## src/cache_defs.svh

```systemverilog
// geometry and width macros for the write-through data cache
`ifndef CACHE_DEFS_SVH
`define CACHE_DEFS_SVH

// --------------------
// core side widths
// --------------------
`define CACHE_ADDR_W 32
`define CACHE_WORD_W 32
`define CACHE_BE_W 4

// --------------------
// array geometry
// --------------------
`define CACHE_LINE_W 128
`define CACHE_WAYS 2
`define CACHE_SETS 16
// address split is tag | index | word select | byte
`define CACHE_OFFSET_W 4
`define CACHE_INDEX_W 4
`define CACHE_TAG_W 24
`define CACHE_WORD_SEL_W 2

`endif

```

## src/cache_pkg.sv

```systemverilog
// controller state type plus tag and line entry types
`default_nettype none
`include "cache_defs.svh"

package cache_pkg;

  // --------------------
  // array entries
  // --------------------

  // tag bank entry, valid is rewritten as one on every fill
  typedef struct packed {
    logic                    valid;
    logic [`CACHE_TAG_W-1:0] tag;
  } tag_entry_t;

  // one full cache line, word 0 in the low bits
  typedef logic [`CACHE_LINE_W-1:0] line_t;

  // --------------------
  // controller FSM
  // --------------------
  typedef enum logic [2:0] {
    IDLE,
    COMPARE,
    STORE_WRITE,
    MISS_REQ,
    REFILL_WAIT
  } ctrl_state_e;

endpackage

`default_nettype wire

```

## src/line_word_mux.sv

```systemverilog
// hit-way line select, word extraction and store byte merge
`timescale 1ns/1ps
`default_nettype none
`include "cache_defs.svh"

module line_word_mux
  import cache_pkg::*;
(
  input  line_t [`CACHE_WAYS-1:0]       lines_i,
  input  logic [`CACHE_WAYS-1:0]        hit_way_i,
  input  logic [`CACHE_WORD_SEL_W-1:0]  word_sel_i,
  // store bytes of the registered request
  input  logic [`CACHE_BE_W-1:0]        be_i,
  input  logic [`CACHE_WORD_W-1:0]      wdata_i,
  output logic [`CACHE_WORD_W-1:0]      rd_word_o,
  output line_t                         merged_line_o
);

  line_t sel_line;

  // --------------------
  // way select
  // --------------------
  // hit vector is one-hot or zero, so an or-tree is enough
  always_comb begin : way_select
    sel_line = '0;
    for (int w = 0; w < `CACHE_WAYS; w++) begin
      if (hit_way_i[w]) sel_line = sel_line | lines_i[w];
    end
  end

  // addressed word of the hit line
  assign rd_word_o = sel_line[word_sel_i*`CACHE_WORD_W +: `CACHE_WORD_W];

  // --------------------
  // store merge
  // --------------------
  always_comb begin : store_merge
    merged_line_o = sel_line;
    // only enabled bytes of the addressed word change
    for (int b = 0; b < `CACHE_BE_W; b++) begin
      if (be_i[b]) merged_line_o[word_sel_i*`CACHE_WORD_W + b*8 +: 8] = wdata_i[b*8 +: 8];
    end
  end

endmodule

`default_nettype wire

```

## config.mk

```make
export PLATFORM = sky130hd
export DESIGN_NAME = line_word_mux
export DESIGN_NICKNAME = d
export VERILOG_FILES = /design/src/cache_pkg.sv /design/src/line_word_mux.sv
export VERILOG_INCLUDE_DIRS = /design/src /design/src/src
export SDC_FILE = /design/constraint.sdc
export NUM_CORES = 1
export LEC_CHECK = 0
export BUFFER_PORTS_ARGS = -buffer_cell sky130_fd_sc_hd__buf_2
export CORE_AREA = 2 2 177 179
export DETAILED_ROUTE_END_ITERATION = 10
export DIE_AREA = 0 0 179 181
export PLACE_DENSITY_LB_ADDON = 0.08
export SLEW_MARGIN = 40
export SYNTH_ARGS = -nofsm -noshare
export SYNTH_HDL_FRONTEND = slang
export SYNTH_SLANG_ARGS = --single-unit
```

## constraint.sdc

```tcl
create_clock -name vclk -period 2.4
set_input_delay 0.48 -clock vclk [all_inputs]
set_output_delay 0.48 -clock vclk [all_outputs]
set_load 0.02 [all_outputs]
```

Yosys cells after proc, flatten, opt, wreduce, memory -nomap -nowiden
Cells that the tools add are included.

$add $sub $neg: 7. Bitwise gates (word level): 1. Mux-type cells: 10. Shift operators: 9.

Operator list (count): 128-bit 2-to-1 mux (6); 128-bit bitwise mux (4); 8-bit by 34-bit variable shift with 128-bit output (first input constant) (4); 8-bit by 34-bit variable part select with 128-bit output (4); 128-bit bitwise OR (1); 128-bit by 8-bit variable part select with 32-bit output (1); 8-bit negation with 34-bit output (3); 7-bit negation with 34-bit output (1); 7-bit by 5-bit adder with 8-bit output (second input constant) (2); 7-bit by 4-bit adder with 8-bit output (second input constant) (1).

Register bits: 0. Logic and storage cells: 27. Output and inout bits: 160.

Logic depth before layout (Yosys ltp)
Depth after elaboration: 11. Depth in mapped cells: 8. Depth with buffers taken out: 5.

Least setup slack after synthesis
OpenSTA, ideal clock, no wires.

Path kind: input port to output port. From: input word_sel_i[0]. To: output merged_line_o[24]. Stages on the path: 7. Data arrival time: 1982 ps. Required time: 1920 ps. Setup slack: -62 ps. Path through: buf_2 -> inv_1 -> ha_1 -> and2_1 -> clkbuf_1 -> nor3b_2 -> o2bb2ai_1.

Longest elaborated chain between the ends: 10. Elaborated cells between the ends (all ways): 23. Classes of those cells: add/sub: 7; shift: 8; mux: 8.

RTL lines: start, declared (RTL line line_word_mux.sv:11) `` input logic [`CACHE_WORD_SEL_W-1:0] word_sel_i, ``; branches (longest 9 deep; another with 8-bit negation with 34-bit output); 128-bit 2-to-1 mux (*) (RTL line line_word_mux.sv:42) `` if (be_i[b]) merged_line_o[word_sel_i*`CACHE_WORD_W + b*8 +: 8] = wdata_i[b*8 +: 8]; ``; end, declared (RTL line line_word_mux.sv:16) `output line_t merged_line_o`.

Every way passes the cells marked *.

Final worst setup path
From: input word_sel_i[1]. To: output merged_line_o[87].

The elaborated chain is that of the path after synthesis.

==> out/metrics.yaml <==
run_status:
  outcome: "complete, but fails checks"
  failed_checks: "negative setup slack"
setup_path:
  crit_path_start: "word_sel_i[1]"
  critPathMostFrequentCell: "buf_12"
  max_stage_delay_ns: 0.60
  cp-end-kind: "primary output"
  path_cells: "buf_12 -> ha_4 -> nor2b_4 -> or4b_4 -> buf_12 -> o22ai_4 -> buf_6"
  crit_arrival_ns: 1.95
  crit_fanout: 8
  required_ns: 1.92
  crit_family: "simple AND/OR/NAND/NOR gates"
  critPathKind: "primary input to primary output"
  critPathBufInv: 3
  cpMaxStageDelayCell: "or4b_4"
  crit_path_start_kind: "primary input"
final_layout:
  final_cell_count_no_fill: 1366
  nets: 1272
  drive_gt1_share_pct: 61.0
  nClkBuffers: 0
  nFlopsAndLatches: 0
  seq_area_um2: 0
  multi_input_area_mm2: 0.00371
  fillers: 3480
  area_growth_pct: 109
  postLayoutCellArea_mm2: 0.00757
pwr:
  total_power_mw: 1.87
  powerDensity_mw_per_mm2: 248
  p_leak_nw: 3.46
  peakVddDrop_v: 0.0000749
place:
  routabilityCongestion: 0.769
  dp_cells: 1361
  io_buffers: 456
  placed_area_mm2: 0.00694
  place_hpwl_um: 25500
timing:
  maxSlewHeadroom_pct: 56.0
  period_share_pct: 101
  fmax_ghz: 0.411
  rsz0062_at_grt: "true"
  fin_setup_tns_ns: -0.110
  hold_violations: 0
  slew_viol_final: 0
  worst_pin_slew_ns: 0.660
  fin_crit_ns: 2.43
  setup_viol: 12
  finalWorstSetupSlack_ns: -0.0327
  fin_hold_ws_ns: 1.32
floorplan:
  core_mm2: 0.0303
  die_x_um: 179
  core.rowCount: 64
  die_area_mm2: 0.0324
  ios: 456
  initial_utilization_pct: 11.9
  die_h_um: 181
grt:
  antenna_found_initial: 2
  grt_pass1_wl_um: 43500
  grt_max_degree: 53
  grt_usage_pct: 17.8
  first_global_vias: 6781
  overflow: 0
route:
  drtAntennaViolNets: 0
  first_pass_iters: 4
  via_per_inst: 4.75
  dr_total_vias: 6482
  wire_per_inst_um: 22.5
  totalWireLength_um: 30700
  drc_errors: 0
  drt_iter0_drc: 294
synth:
  synthCells: 514
  syn_area_mm2: 0.00362
  avgSynthCellArea_um2: 7.04
  synth_warnings: 0
  seq_area_frac_synth_pct: 0
  syn_nets: 816
  synthDistinctLibCells: 28
hold_path:
  hold_start: "wdata_i[3]"
  hp-class: "primary input to primary output"
flow_run:
  drv_cap: 0
==> kinds of logic after synthesis <==
logic type      count (synthesis)  share of synthesized area, %
compound gates                296                          68.2
fa+ha+maj                       6                          2.07
buf+inv                        74                          9.06
simple gates                  138                          20.7
==> synthesized netlist by cell type, drive strengths merged <==
library cell    n  share of area, %
a22oi         152                32
o2bb2ai       104                25
nand2          73               7.6
clkbuf         51               5.3
and3           25               4.3
o22ai          24               7.6
buf            21               3.5
and2           20               3.5
a221oi          8               1.9
a22o            8               1.9
nor3b           7               2.4
ha              6               2.1
nor2            3              0.31
nor2b           3              0.73
inv             2              0.21
and4            1              0.24
nand2b          1              0.17
nand3b          1              0.21
nand4bb         1              0.31
nor4b           1              0.41
or2             1              0.17
or4b            1              0.38
==> per-layer routing <==
layer  part of all wire (%)  vias to the layer above  global-route usage (%)
li1                       -                     3045                       -
met1                     39                     3104                    20.4
met2                     53                      301                    34.8
met3                    6.3                       30                    2.00
met4                    1.5                        2                    2.96
met5                  0.042                        -                       0
==> tightest hold or removal path: stages <==
cell       delay, ns
buf_2           0.12
o2bb2ai_2       0.11
buf_4           0.13
==> path summary, 6_finish.rpt <==
| path | to | slack (ns) | cells after the start |
|---|---|---|---|
| setup / recovery | merged_line_o[87] | -0.03 | 7 |
| hold / removal | merged_line_o[99] | 1.32 | 3 |
==> what timing repair did <==
action / in CTS / in global routing
buffers inserted: 3 / 0
resized for setup: 110 / 26
gates cloned: 1 / 0
hold buffers: 0 / 0
pin swaps: 8 / 5
endpoints found under the setup margin: 74 / 54
==> placed cells by master, fill, tap and decap left out, types with 3 or more instances in the layout <==
cell type and n:
buf_2 413, a22oi_1 151, o2bb2ai_1 89, nand2_1 73
buf_4 56, buf_6 33, and3_1 25, buf_12 22
o22ai_4 20, and2_1 18, o2bb2ai_2 14, a22o_1 8
a221oi_1 8, o22ai_2 4, nor3b_4 4, ha_4 4
nor3b_2 3, nor2b_4 3
==> report_power, final <==
group / total, mW / switching (mW) / internal [mW]
Combinational: 1.87 / 1.09 / 0.783
Sequential: 0 / 0 / 0
Clock: 0.000000112 / 0 / 0.000000112
Total: 1.87 / 1.09 / 0.783
==> layout make-up <==
| class | instances | area share (%) |
|---|---|---|
| multi-input combinational | 440 | 49.0 |
| timing repair buffer | 526 | 44.2 |
| tap | 396 | 6.55 |
| inverter | 2 | 0.231 |
| antenna | 2 | 0.0661 |
==> stage by stage <==
step                setup slack, ns  util (%)
floorplan                  -0.00726         -
global placement             -0.165      22.9
detailed placement           -0.184      22.9
CTS                         -0.0306      24.5
global route                -0.0589      24.9
finish                      -0.0327      24.9
Power figures use the tool's default switching activity.
