--- src/cache_defs.svh ---
// geometry and width macros for the write-through data cache
`ifndef CACHE_DEFS_SVH
`define CACHE_DEFS_SVH

// --------------------
// core side widths
// --------------------
`define CACHE_ADDR_W 32
`define CACHE_WORD_W 32
`define CACHE_BE_W 4

// --------------------
// array geometry
// --------------------
`define CACHE_LINE_W 128
`define CACHE_WAYS 2
`define CACHE_SETS 16
// address split is tag | index | word select | byte
`define CACHE_OFFSET_W 4
`define CACHE_INDEX_W 4
`define CACHE_TAG_W 24
`define CACHE_WORD_SEL_W 2

`endif

--- src/cache_pkg.sv ---
// controller state type plus tag and line entry types
`default_nettype none
`include "cache_defs.svh"

package cache_pkg;

  // --------------------
  // array entries
  // --------------------

  // tag bank entry, valid is rewritten as one on every fill
  typedef struct packed {
    logic                    valid;
    logic [`CACHE_TAG_W-1:0] tag;
  } tag_entry_t;

  // one full cache line, word 0 in the low bits
  typedef logic [`CACHE_LINE_W-1:0] line_t;

  // --------------------
  // controller FSM
  // --------------------
  typedef enum logic [2:0] {
    IDLE,
    COMPARE,
    STORE_WRITE,
    MISS_REQ,
    REFILL_WAIT
  } ctrl_state_e;

endpackage

`default_nettype wire

--- src/cache_ctrl.sv ---
// cache controller FSM with request register and round-robin victim pointer
`timescale 1ns/1ps
`default_nettype none
`include "cache_defs.svh"

module cache_ctrl
  import cache_pkg::*;
(
  input  logic clk_i,
  input  logic rst_ni,
  // core side
  input  logic req_i, we_i,
  input  logic [`CACHE_ADDR_W-1:0]     addr_i,
  input  logic [`CACHE_BE_W-1:0]       be_i,
  input  logic [`CACHE_WORD_W-1:0]     wdata_i,
  output logic gnt_o, rvalid_o, busy_o,
  output logic [`CACHE_WORD_W-1:0]     rdata_o,
  // array and mux side
  input  logic [`CACHE_WAYS-1:0]       hit_way_i,
  input  logic [`CACHE_WORD_W-1:0]     rd_word_i,
  input  line_t                        merged_line_i,
  output logic                         arr_rd_o,
  output logic [`CACHE_INDEX_W-1:0]    arr_index_o,
  output logic [`CACHE_TAG_W-1:0]      arr_tag_o,
  output logic [`CACHE_WAYS-1:0]       arr_we_o,
  output line_t                        arr_wline_o,
  output logic [`CACHE_WORD_SEL_W-1:0] word_sel_o,
  output logic [`CACHE_BE_W-1:0]       st_be_o,
  output logic [`CACHE_WORD_W-1:0]     st_wdata_o,
  // memory side
  output logic miss_req_o, miss_we_o,
  output logic [`CACHE_ADDR_W-1:0]     miss_addr_o,
  output logic [`CACHE_BE_W-1:0]       miss_be_o,
  output logic [`CACHE_WORD_W-1:0]     miss_wdata_o,
  input  logic miss_gnt_i, refill_valid_i,
  input  line_t                        refill_line_i
);

  localparam int unsigned VictimW = $clog2(`CACHE_WAYS);

  ctrl_state_e state_d, state_q;
  logic [`CACHE_WAYS-1:0] hit_way_d, hit_way_q, victim_way;
  logic [VictimW-1:0]     victim_d, victim_q;
  // request register
  logic [`CACHE_INDEX_W-1:0]    index_q;
  logic [`CACHE_TAG_W-1:0]      tag_q;
  logic [`CACHE_WORD_SEL_W-1:0] word_sel_q;
  logic                         we_q;

  assign busy_o      = (state_q != IDLE);
  // read index comes straight from the core while idle
  assign arr_index_o = (state_q == IDLE) ? addr_i[`CACHE_OFFSET_W +: `CACHE_INDEX_W] : index_q;
  assign arr_tag_o   = tag_q;
  assign word_sel_o  = word_sel_q;
  assign victim_way  = {{(`CACHE_WAYS-1){1'b0}}, 1'b1} << victim_q;
  // loads fetch the whole line and stores go out as one word
  assign miss_we_o    = we_q;
  assign miss_be_o    = st_be_o;
  assign miss_wdata_o = st_wdata_o;
  assign miss_addr_o  = we_q
      ? {tag_q, index_q, word_sel_q, {(`CACHE_OFFSET_W-`CACHE_WORD_SEL_W){1'b0}}}
      : {tag_q, index_q, {`CACHE_OFFSET_W{1'b0}}};

  // --------------------
  // controller FSM
  // --------------------
  always_comb begin : ctrl_fsm
    state_d     = state_q;
    hit_way_d   = hit_way_q;
    victim_d    = victim_q;
    gnt_o       = 1'b0;
    rvalid_o    = 1'b0;
    rdata_o     = rd_word_i;
    arr_rd_o    = 1'b0;
    arr_we_o    = '0;
    arr_wline_o = merged_line_i;
    miss_req_o  = 1'b0;
    case (state_q)
      IDLE: begin
        // accept and read the set speculatively
        if (req_i) begin
          gnt_o    = 1'b1;
          arr_rd_o = 1'b1;
          state_d  = COMPARE;
        end
      end
      COMPARE: begin
        if (|hit_way_i && we_q) begin
          // store needs a second step to write the merged line
          hit_way_d = hit_way_i;
          state_d   = STORE_WRITE;
        end else if (|hit_way_i) begin
          rvalid_o = 1'b1;
          state_d  = IDLE;
        end else begin
          // store misses only write through and do not allocate
          state_d = MISS_REQ;
        end
      end
      STORE_WRITE: begin
        arr_we_o = hit_way_q;
        state_d  = MISS_REQ;
      end
      MISS_REQ: begin
        // held stable under back-pressure
        miss_req_o = 1'b1;
        if (miss_gnt_i) state_d = we_q ? IDLE : REFILL_WAIT;
      end
      REFILL_WAIT: begin
        // critical word is forwarded from the refill line
        rdata_o = refill_line_i[word_sel_q*`CACHE_WORD_W +: `CACHE_WORD_W];
        if (refill_valid_i) begin
          rvalid_o    = 1'b1;
          arr_we_o    = victim_way;
          arr_wline_o = refill_line_i;
          victim_d    = victim_q + 1'b1;
          state_d     = IDLE;
        end
      end
      default: state_d = IDLE;
    endcase
  end

  always_ff @(posedge clk_i or negedge rst_ni) begin
    if (!rst_ni) begin
      state_q   <= IDLE;
      hit_way_q <= '0;
      victim_q  <= '0;
    end else begin
      state_q   <= state_d;
      hit_way_q <= hit_way_d;
      victim_q  <= victim_d;
    end
  end

  // payload captured on acceptance
  always_ff @(posedge clk_i) begin
    if (gnt_o) begin
      {tag_q, index_q, word_sel_q} <= addr_i[`CACHE_ADDR_W-1:`CACHE_OFFSET_W-`CACHE_WORD_SEL_W];
      we_q       <= we_i;
      st_be_o    <= be_i;
      st_wdata_o <= wdata_i;
    end
  end

  // a line lives in at most one way
  hit_onehot : assert property (@(posedge clk_i) disable iff (!rst_ni) $onehot0(hit_way_i))
    else $error("cache_ctrl: tag hit in more than one way");
  refill_in_wait : assert property (
    @(posedge clk_i) disable iff (!rst_ni) refill_valid_i |-> (state_q == REFILL_WAIT)
  ) else $error("cache_ctrl: refill outside REFILL_WAIT");

endmodule

`default_nettype wire

--- config.mk ---
export PLATFORM = sky130hd
export DESIGN_NAME = cache_ctrl
export DESIGN_NICKNAME = d
export VERILOG_FILES = /design/src/cache_pkg.sv /design/src/cache_ctrl.sv
export VERILOG_INCLUDE_DIRS = /design/src /design/src/src
export SDC_FILE = /design/constraint.sdc
export NUM_CORES = 1
export LEC_CHECK = 0
export ABC_CLOCK_PERIOD_IN_PS = 3800
export CORE_AREA = 2 2 255 257
export CTS_CLUSTER_DIAMETER = 40
export DETAILED_ROUTE_END_ITERATION = 12
export DIE_AREA = 0 0 257 259
export DONT_BUFFER_PORTS = 1
export PLACE_DENSITY_LB_ADDON = 0.05
export SYNTH_ARGS = -nofsm -noshare
export SYNTH_HDL_FRONTEND = slang
export SYNTH_SLANG_ARGS = --single-unit
--- constraint.sdc ---
create_clock -name clk_i -period 3.8 [get_ports clk_i]
set_clock_uncertainty 0.15 [all_clocks]
set_input_delay 0 -clock clk_i [delete_from_list [all_inputs] [get_ports clk_i]]
set_output_delay 0 -clock clk_i [all_outputs]
set_load 0.05 [all_outputs]
## Yosys cells after proc, flatten, opt, wreduce, memory -nomap -nowiden

Cells that the tools add are included.

- Add/sub/neg operators: 1
- Equality and inequality tests: 7
- Shifts and indexed selects: 2
- Multiplexer cells: 21
- Reductions and logical operators: 7

Operators by type and width:

| kind | count |
|---|---|
| two-way mux 128 bit | 2 |
| indexed part select 128 x 8 -> 32 bit | 1 |
| two-way mux 32 bit | 1 |
| one-hot mux 3 bit (5 select lines) | 1 |
| two-way mux 3 bit | 4 |
| two-way mux 4 bit | 2 |
| equality test 3 x 2 -> 1 bit (second input constant) | 2 |
| two-way mux 1 bit | 6 |
| two-way mux 2 bit | 3 |
| != test 2 bit (second input constant) | 3 |
| one-hot mux 2 bit (2 select lines) | 1 |
| AND reduction 2 bit | 2 |
| equality test 3 x 1 -> 1 bit (second input constant) | 1 |
| equality test 3 bit (second input constant) | 1 |
| logical NOT 3 bit | 1 |
| AND reduction 3 bit | 1 |
| nonzero test 3 bit | 1 |
| one-hot mux 1 bit (2 select lines) | 1 |
| OR reduction 2 bit | 1 |
| left shift 1 x 1 -> 2 bit (first input constant) | 1 |
| adder 1 bit (second input constant) | 1 |
| logical AND 1 bit | 1 |

- Flip-flop bits (word level): 73
- Bits of input ports: 364
- Output and inout port bits: 302
- Logic and storage cells: 47

## Logic depth before layout (Yosys ltp)

Gate-level depths: netlist of the first run.

- Word-level depth: 4
- Gate-level depth with buffers: 6
- Gate-level depth less buffers: 3

## Least setup slack after synthesis of the first run

No wires, ideal clock.

- Path type: flip-flop to output port
- Start point: register state_q[0]
- End point: output gnt_o
- Arrival: 3.322 ns
- Required time: 3.650 ns
- Setup slack: 0.328 ns
- Stages on the path, launching flop included: 5
- Path buffers: 2
- Cells stage by stage: dfrtp_1 -> buf_2 -> nor3_2 -> and2_1 -> buf_4

- Cells in the longest elaborated chain, start to end: 2

RTL lines:

| item | line | text |
|---|---|---|
| start, declared | cache_ctrl.sv:41 | `ctrl_state_e state_d, state_q;` |
| start signal, assigned | cache_ctrl.sv:130 | `state_q <= state_d;` |
| logical NOT 3 bit | -- |  |
| two-way mux 1 bit | -- |  |
| end, declared | cache_ctrl.sv:16 | `output logic gnt_o, rvalid_o, busy_o,` |

No other way between the ends.

## Worst setup path in the final report of the first run

- Start point: register state_q[2]
- End point: output rdata_o[5]

- Cells in the longest elaborated chain, start to end: 2

RTL lines:

| item | line | text |
|---|---|---|
| equality test 3 bit | cache_ctrl.sv:78 | `case (state_q)` |
| two-way mux 32 bit | cache_ctrl.sv:78 |  |
| end, declared | cache_ctrl.sv:17 | `` output logic [`CACHE_WORD_W-1:0] rdata_o, `` |

No other way between the ends.

==> impl_metrics.ini, run 1 <==
[layout]
layout-drive-gt1-share = 0.387
syn_to_final_growth_pct = 27.3
seq_area_mm2 = 0.00216
multi_input_area_mm2 = 0.00319
nets = 873
fill_cells = 7197

[timing]
relSlewSlack = 0.218
whs_ps = 29.3
period_needed_ps = 2900
slew_violations = 0
setup_slack_ps = 903
worstMarginPinSlew_ps = 1180
setup_viol = 0
rsz0062_at_grt = false
final.setup.tns_ps = 0
finalCritPeriodShare = 0.762
hold_violations = 0
fmax_ghz = 0.345

[routing]
drt_iter0_drc = 185
wire_per_inst_um = 25.0
wl_mm = 34.5
ant_nets = 0
vias = 4346
drt_pass1_iterations = 4
vias_per_cell = 3.16
route.detailed.drc = 0

[cts]
cts_hold_buf = 77
ctsResizeCount = 0
clk_latency_ps = 340
cts_num_sinks = 73
cts_buffers = 9
cts_tree = built
clk_pin_slew_ps = 60
cts_root_buf = clkbuf_16
cts_setup_buffers = 0
htree_num_levels = 3
clk_path_buf_depth = 2

[grt]
grt_first_pass_wirelength_mm = 44.0
grt_max_degree = 70
track_usage = 0.0955
antenna_found_initial = 10
grt-ovfl-total = 0
grt_pass1_vias = 4670

[pwr]
p_per_area_mw_per_mm2 = 562
ir_worst_vdd_mv = 0.451
leakagePower_nw = 2.86

[worst_setup_path]
cp.required_ps = 3650
startpoint = state_q[2]
crit_path_end_kind = output pin
arrival_ps = 2750
r2r_start = state_q[0]
cp_max_fo = 32
start_kind = flip-flop
path_class = flip-flop to output pin

[synthesis]
syn_area_per_cell_um2 = 13.1
yosysSeqAreaShare = 0.349
synth_top_area_frac = 0.325
ys_seq_elements = 73
synthTopCellsByArea = edfxtp_1 (32%), mux2_4 (25%), mux2i_1 (10%)
yosys.area.top_type = edfxtp_1
synthesis.instances = 472
yosys_warnings = 0
synth.cell_area_mm2 = 0.00619
ys_types = 37

[floorplanning]
ios = 666
std_cell_rows = 93
die_h_um = 259
die_x_um = 257
die-area_mm2 = 0.0666
start_util = 0.0969
core_mm2 = 0.0639

[place]
portBuffers = 0
place_congestion = 0.757
dp_hpwl_mm = 30.1
pre_cts_ws_ps = 1190

[outcome]
status = complete, no violations

[min_path]
hold_start = refill_valid_i
hold_class = input port to flip-flop

[run]
max-cap-violations = 0
==> area by class of cell <==
type                       instances  share of cell area
inverter                           3             0.00143
sequential                        73               0.274
clock inverter                     7             0.00968
timing repair buffer             122               0.144
clock buffer                       9              0.0286
multi-input combinational        300               0.404
antenna                            8             0.00254
tap                              855               0.136
==> cell usage in the layout, fill, tap and decap left out, types with 2 or more instances in the layout <==
cell type	instances
mux2_2	27
nor3_1	2
nor2b_1	2
diode_2	8
nor2_1	3
mux2i_1	64
nand2_1	37
mux2_4	105
a22o_1	2
buf_12	2
inv_6	3
inv_1	3
buf_4	43
a21oi_1	4
dfrtp_1	6
conb_1	2
and2_1	3
dlygate4sd3_1	77
edfxtp_1	67
o221ai_1	32
clkbuf_16	9
==> through the flow <==
step / util / instance area (um^2) / std cells / power (W)
2_1_floorplan: - / 6200 / 473 / 0.00339
3_3_place_gp: 0.106 / 6790 / 1276 / 0.00353
3_5_place_dp: 0.106 / 6790 / 1276 / 0.00352
4_1_cts: 0.123 / 7870 / 1369 / 0.00450
5_1_grt: 0.123 / 7880 / 1375 / 0.00462
6_report: 0.123 / 7890 / 1377 / 0.00443
==> where the power goes <==
part	switching, W	internal, W
Sequential	0.000893	0.00109
Combinational	0.00112	0.000469
Clock	0.000357	0.000514
==> final timing paths <==
path,cells after the start,endpoint,slack [ps]
max,4,rdata_o[5],900
min,2,victim_q,30
max reg2reg,3,state_q[2],1290
min reg2reg,1,victim_q,360
max in group asynchronous,2,state_q[0],2880
min in group asynchronous,2,hit_way_q[0],380
==> Yosys cell counts <==
master and count:
buf_4 64, mux2i_1 64, dfrtp_1 6, a211oi_1 1
mux2_2 27, nor4bb_1 1, a31oi_1 1, and2_1 4
xor2_1 1, nor2b_4 1, and4bb_2 1, nand2b_1 1
nor2_1 3, a21oi_1 4, conb_1 1, edfxtp_1 67
nand4b_1 1, nor3_1 2, buf_2 9, o221ai_1 32
a21boi_0 1, buf_6 5, clkbuf_1 7, nand2_1 37
nor2b_1 2, o21ai_0 1, buf_12 11, a22o_1 2
nand4_1 1, mux2_4 105, and3_4 1, nor3_2 1
inv_1 3, o21bai_1 1, or3b_1 1, nand3_1 1
buf_8 1
==> worst max-delay path: stages, from the launching register on <==
cell,delay (ps)
dfrtp_1,520
nor2b_4,250
nand3_2,740
o221ai_1,540
buf_4,270
==> sequential cells by signal, summed over array words and instances (netlist names) <==
| name | flops |
|---|---|
| miss_wdata_o | 32 |
| arr_tag_o | 24 |
| index_q | 4 |
| miss_be_o | 4 |
| state_q | 3 |
| hit_way_q | 2 |
| word_sel_o | 2 |
| miss_we_o | 1 |
| victim_q | 1 |
==> cell families after synthesis <==
group	Yosys count	synth area share
AO/OA/AOI/OAI	43	0.0568
multiplexers	196	0.407
flip-flops	73	0.349
AND/OR/NAND/NOR	58	0.0469
buffers and inverters	100	0.138
other	1	0.000606
XOR/XNOR	1	0.00141
==> layer usage <==
| metal | wire [um] | share of wire | track usage | up-vias |
|---|---|---|---|---|
| li1 | - | - | - | 1803 |
| met1 | 12100 | 0.35 | 0.0978 | 2174 |
| met2 | 19000 | 0.55 | 0.181 | 342 |
| met3 | 2770 | 0.080 | 0.0350 | 21 |
| met4 | 507 | 0.015 | 0.0258 | 6 |
| met5 | 41 | 0.0012 | 0 | - |
Note: power is estimated with default switching activity, not from simulation.
==> run 2: changes to the inputs <==
--- a/config.mk
+++ b/config.mk
@@ -6,7 +6,7 @@
 export SDC_FILE = /design/constraint.sdc
 export NUM_CORES = 1
 export LEC_CHECK = 0
-export ABC_CLOCK_PERIOD_IN_PS = 3800
+export ABC_CLOCK_PERIOD_IN_PS = 2800
 export CORE_AREA = 2 2 255 257
 export CTS_CLUSTER_DIAMETER = 40
 export DETAILED_ROUTE_END_ITERATION = 12
==> constraint.sdc (replaced) <==
create_clock -name clk_i -period 2.8 [get_ports clk_i]
set_clock_uncertainty 0.15 [all_clocks]
set_input_delay 0 -clock clk_i [delete_from_list [all_inputs] [get_ports clk_i]]
set_output_delay 0 -clock clk_i [all_outputs]
set_load 0.05 [all_outputs]
==> run 2 against run 1 <==
  * Register-to-register slack got worse by 960 ps
  * Critical endpoint is now arr_wline_o[4]
  * Sequential cell count unchanged
  * Final area grew 1.5%
  * Count of clock-buffer cells in the layout stayed put
  * Combinational power rose by 38%
  * Cell count rose by 1.2%
==> impl_metrics.ini, run 2 (synthesized netlist as in run 1, its figures left out) <==
[outcome]
status = complete, no violations

[timing]
finalCritPeriodShare = 0.943
rsz0062_at_grt = false
final.setup.tns_ps = 0
worstMarginPinSlew_ps = 966
fmax_ghz = 0.379
whs_ps = 74.0
setup_viol = 0
hold_violations = 0
period_needed_ps = 2640
relSlewSlack = 0.357
slew_violations = 0

[floorplanning]
start_util = 0.0969
ios = 666
die_h_um = 259
die-area_mm2 = 0.0666
core_mm2 = 0.0639
std_cell_rows = 93
die_x_um = 257

[layout]
layout_common_cells = mux2_4 (105), dlygate4sd3_1 (77), edfxtp_1 (67), mux2i_1 (64), buf_4 (48)
multi_input_area_mm2 = 0.00319
fill_cells = 7218
finish.utilization = 0.125
nets = 881
seq_area_mm2 = 0.00216
layout-drive-gt1-share = 0.398
syn_to_final_growth_pct = 29.3
mostFrequentLayoutCell = mux2_4
fin_area_mm2 = 0.00801
largest_register_ffs = 32

[worst_setup_path]
worst-r2r-cell-count = 3
cp.required_ps = 2650
startpoint = state_q[2]
crit_end = arr_wline_o[4]
r2r-end = state_q[2]
arrival_ps = 2490
r2r_start = state_q[0]
path_class = flip-flop to output pin
ff2ff_setup_slack_ps = 330
crit_path_end_kind = output pin
cp_max_fo = 45
start_kind = flip-flop

[pwr]
ir_worst_vdd_mv = 0.423
internal-power_w = 0.00285
combPwrFrac = 0.364
seq_power_share = 0.441
p_per_area_mw_per_mm2 = 757
leakagePower_nw = 2.91
p_sw_w = 0.00321
clockPowerShare = 0.195
p_total_w = 0.00606
swShare = 0.529

[routing]
drt_iter0_drc = 197
wl_mm = 32.8
route.detailed.drc = 0
ant_nets = 0
wire_per_inst_um = 23.6
drt_pass1_iterations = 4
vias = 4350
vias_per_cell = 3.12

[place]
portBuffers = 0
place_congestion = 0.756
dp_hpwl_mm = 28.6
dpl_cell_area_mm2 = 0.00689

[grt]
track_usage = 0.0903
grt_first_pass_wirelength_mm = 41.5
antenna_found_initial = 16
grt_max_degree = 61
grt-ovfl-total = 0
grt_pass1_vias = 4692

[cts]
ctsResizeCount = 0
cts_root_buf = clkbuf_16
cts_num_sinks = 73
clk_latency_ps = 340
clk_pin_slew_ps = 60
cts_hold_buf = 77
htree_num_levels = 3
clk_path_buf_depth = 2
cts_setup_buffers = 0
cts_tree = built
cts_buffers = 9

[min_path]
hold_class = input port to output pin

[run]
max-cap-violations = 0
==> run 2: cell type report <==
type                            count  share of cell area
Antenna cell                       16             0.00500
Sequential cell                    73               0.270
Clock inverter                      7             0.00953
Multi-Input combinational cell    300               0.398
Timing Repair Buffer              130               0.154
Clock buffer                        9              0.0281
Tap cell                          855               0.134
Inverter                            3             0.00141
==> run 2: worst max-delay path, cell delays in order (launching register included) <==
cell	delay, ps
dfrtp_1	530
nor2b_4	260
and3_4	420
buf_12	330
mux2_2	510
==> run 2: routing by layer <==
metal | vias up | global-route usage | wire, um | part of all wire
li1 | 1823 | - | - | -
met1 | 2146 | 0.0920 | 11000 | 0.34
met2 | 336 | 0.160 | 17300 | 0.53
met3 | 37 | 0.0342 | 3130 | 0.095
met4 | 8 | 0.0483 | 1280 | 0.039
met5 | - | 0 | 45 | 0.0014
==> run 2: power groups by stage <==
stage / registers (W) / clock network [W] / logic (W)
6_report: 0.00267 / 0.00118 / 0.00220
5_1_grt: 0.00271 / 0.00129 / 0.00232
4_1_cts: 0.00268 / 0.00124 / 0.00224
3_5_place_dp: 0.00270 / 0 / 0.00212
3_3_place_gp: 0.00271 / 0 / 0.00214
2_1_floorplan: 0.00213 / 0 / 0.00246
==> run 2: how the worst min path moves through the flow <==
stage          slack (ps)         endpoint         startpoint  cells past startpoint
2_1_floorplan        -450     hit_way_q[0]             rst_ni                      0
3_3_place_gp         -440     hit_way_q[0]             rst_ni                      0
3_5_place_dp         -440     hit_way_q[0]             rst_ni                      0
4_1_cts                70  arr_wline_o[11]  refill_line_i[11]                      1
5_1_grt                80  arr_wline_o[11]  refill_line_i[11]                      1
6_report               70  arr_wline_o[11]  refill_line_i[11]                      1
==> run 2: metrics by stage <==
stage	instances	worst slack, ps
floorplan	473	233
detailed placement	1284	499
global placement	1284	483
CTS	1377	104
global route	1391	51.4
finish	1393	160
==> run 3: changes to the inputs <==
--- a/config.mk
+++ b/config.mk
@@ -13,6 +13,7 @@
 export DIE_AREA = 0 0 257 259
 export DONT_BUFFER_PORTS = 1
 export PLACE_DENSITY_LB_ADDON = 0.05
+export RECOVER_POWER = 50
 export SYNTH_ARGS = -nofsm -noshare
 export SYNTH_HDL_FRONTEND = slang
 export SYNTH_SLANG_ARGS = --single-unit
==> constraint.sdc (replaced) <==
create_clock -name clk_i -period 2.8 [get_ports clk_i]
set_clock_uncertainty 0.15 [all_clocks]
set_input_delay 0 -clock clk_i [delete_from_list [all_inputs] [get_ports clk_i]]
set_output_delay 0 -clock clk_i [all_outputs]
set_load 0.02 [all_outputs]
==> run 3 against run 2 <==
  * Worst hold slack lost 63 ps
  * Clock power rose by 16%
  * Power is 19% lower
  * Combinational power fell by 32%
  * Critical endpoint is now arr_wline_o[3]
==> impl_metrics.ini, run 3 (synthesized netlist as in run 1, its figures left out) <==
[routing]
wl_mm = 32.9
drt_iter0_drc = 170
ant_nets = 0
wire_per_inst_um = 24.2
vias_per_cell = 3.12
vias = 4242
drt_pass1_iterations = 4
route.detailed.drc = 0

[floorplanning]
std_cell_rows = 93
die-area_mm2 = 0.0666
start_util = 0.0969
die_x_um = 257
die_h_um = 259
ios = 666
core_mm2 = 0.0639

[grt]
grt-ovfl-total = 0
antenna_found_initial = 16
grt_pass1_vias = 4640
track_usage = 0.0908
grt_first_pass_wirelength_mm = 41.7
grt_max_degree = 58

[place]
pre_cts_ws_ps = 556
place_congestion = 0.766
dpl_cell_area_mm2 = 0.00667
portBuffers = 0
dp_hpwl_mm = 28.6

[cts]
cts_num_sinks = 73
clk_latency_ps = 340
cts_root_buf = clkbuf_16
cts_setup_buffers = 0
cts_buffers = 9
clk_pin_slew_ps = 60
ctsResizeCount = 0
cts_tree = built
clk_path_buf_depth = 2
htree_num_levels = 3

[worst_setup_path]
arrival_ps = 2390
cp.required_ps = 2650
cp_max_fo = 44
start_kind = flip-flop
path_class = flip-flop to output pin
crit_path_end_kind = output pin
ff2ff_setup_slack_ps = 320

[timing]
finalCritPeriodShare = 0.907
relSlewSlack = 0.367
hold_violations = 0
slew_violations = 0
setup_slack_ps = 259
setup_viol = 0
period_needed_ps = 2540
final.setup.tns_ps = 0
rsz0062_at_grt = false
fmax_ghz = 0.394
worstMarginPinSlew_ps = 949

[layout]
syn_to_final_growth_pct = 26.2
mostFrequentLayoutCell = mux2_4
layout_common_cells = mux2_4 (105), dlygate4sd3_1 (77), edfxtp_1 (67), mux2i_1 (64), nand2_1 (36)
nets = 849
fin_area_mm2 = 0.00781
largest_register_ffs = 32
layout-drive-gt1-share = 0.347

[pwr]
leakagePower_nw = 2.78
p_per_area_mw_per_mm2 = 627
ir_worst_vdd_mv = 0.295

[run]
max-cap-violations = 0

[outcome]
status = complete, no violations

[min_path]
hold_class = input port to output pin
run 3: changes by cell type in the layout (fill, tap and decap cells not counted), sizes merged:
cell and change:
clkbuf +1, diode -1, buf -33, clkinv -2, bufinv +2
run 3: path summary, 6_finish.rpt:
kind / start / end / depth (start not counted)
worst max-delay path: state_q[1] / arr_wline_o[3] / 4
worst min-delay path: merged_line_i[70] / arr_wline_o[70] / 1
worst max register to register: state_q[1] / state_q[2] / 3
worst min register to register: victim_q / victim_q / 1
max in group asynchronous: rst_ni / state_q[0] / 2
min in group asynchronous: rst_ni / hit_way_q[0] / 2
run 3: repair_timing:
action / in CTS / in global routing
hold endpoints to repair: 90 / 0
hold buffers: 77 / 0
endpoints found under the setup margin: 0 / 0
run 3: worst max-delay path, stage by stage (launching register included):
cell and delay (ps):
dfrtp_1 530, inv_1 220, and3_4 460, buf_12 320, mux2_2 450
run 3: where the power goes:
group | total [W] | internal [W] | switching (W)
sequential | 0.00204 | 0.00147 | 0.000569
combinational | 0.00149 | 0.000586 | 0.000905
clock | 0.00137 | 0.000880 | 0.000490
run 3: layer usage:
metal  global-route usage  routed length, um
met4               0.0476               1120
met5                    0                 47
met1               0.0896              10800
met3               0.0381               3310
met2                0.162              17600
run 3: cell type report:
class,count,area [um^2]
clock inverters,7,124
fillers,7214,56100
multi-input cells,300,3180
inverters,3,11.3
clock buffers,9,225
well taps,855,1070
flip-flops and latches,73,2160
diodes,15,37.5
repair buffers,98,1000
run 3: per-stage QoR:
| stage | power (W) | hold WS, ps | instances | util |
|---|---|---|---|---|
| after floorplan | 0.00333 | -446 | 473 | - |
| after global placement | 0.00350 | -445 | 1252 | 0.104 |
| after detailed placement | 0.00348 | -445 | 1252 | 0.104 |
| after CTS | 0.00501 | 11.6 | 1345 | 0.122 |
| after global routing | 0.00513 | 12.7 | 1358 | 0.122 |
| final | 0.00490 | 11.2 | 1360 | 0.122 |
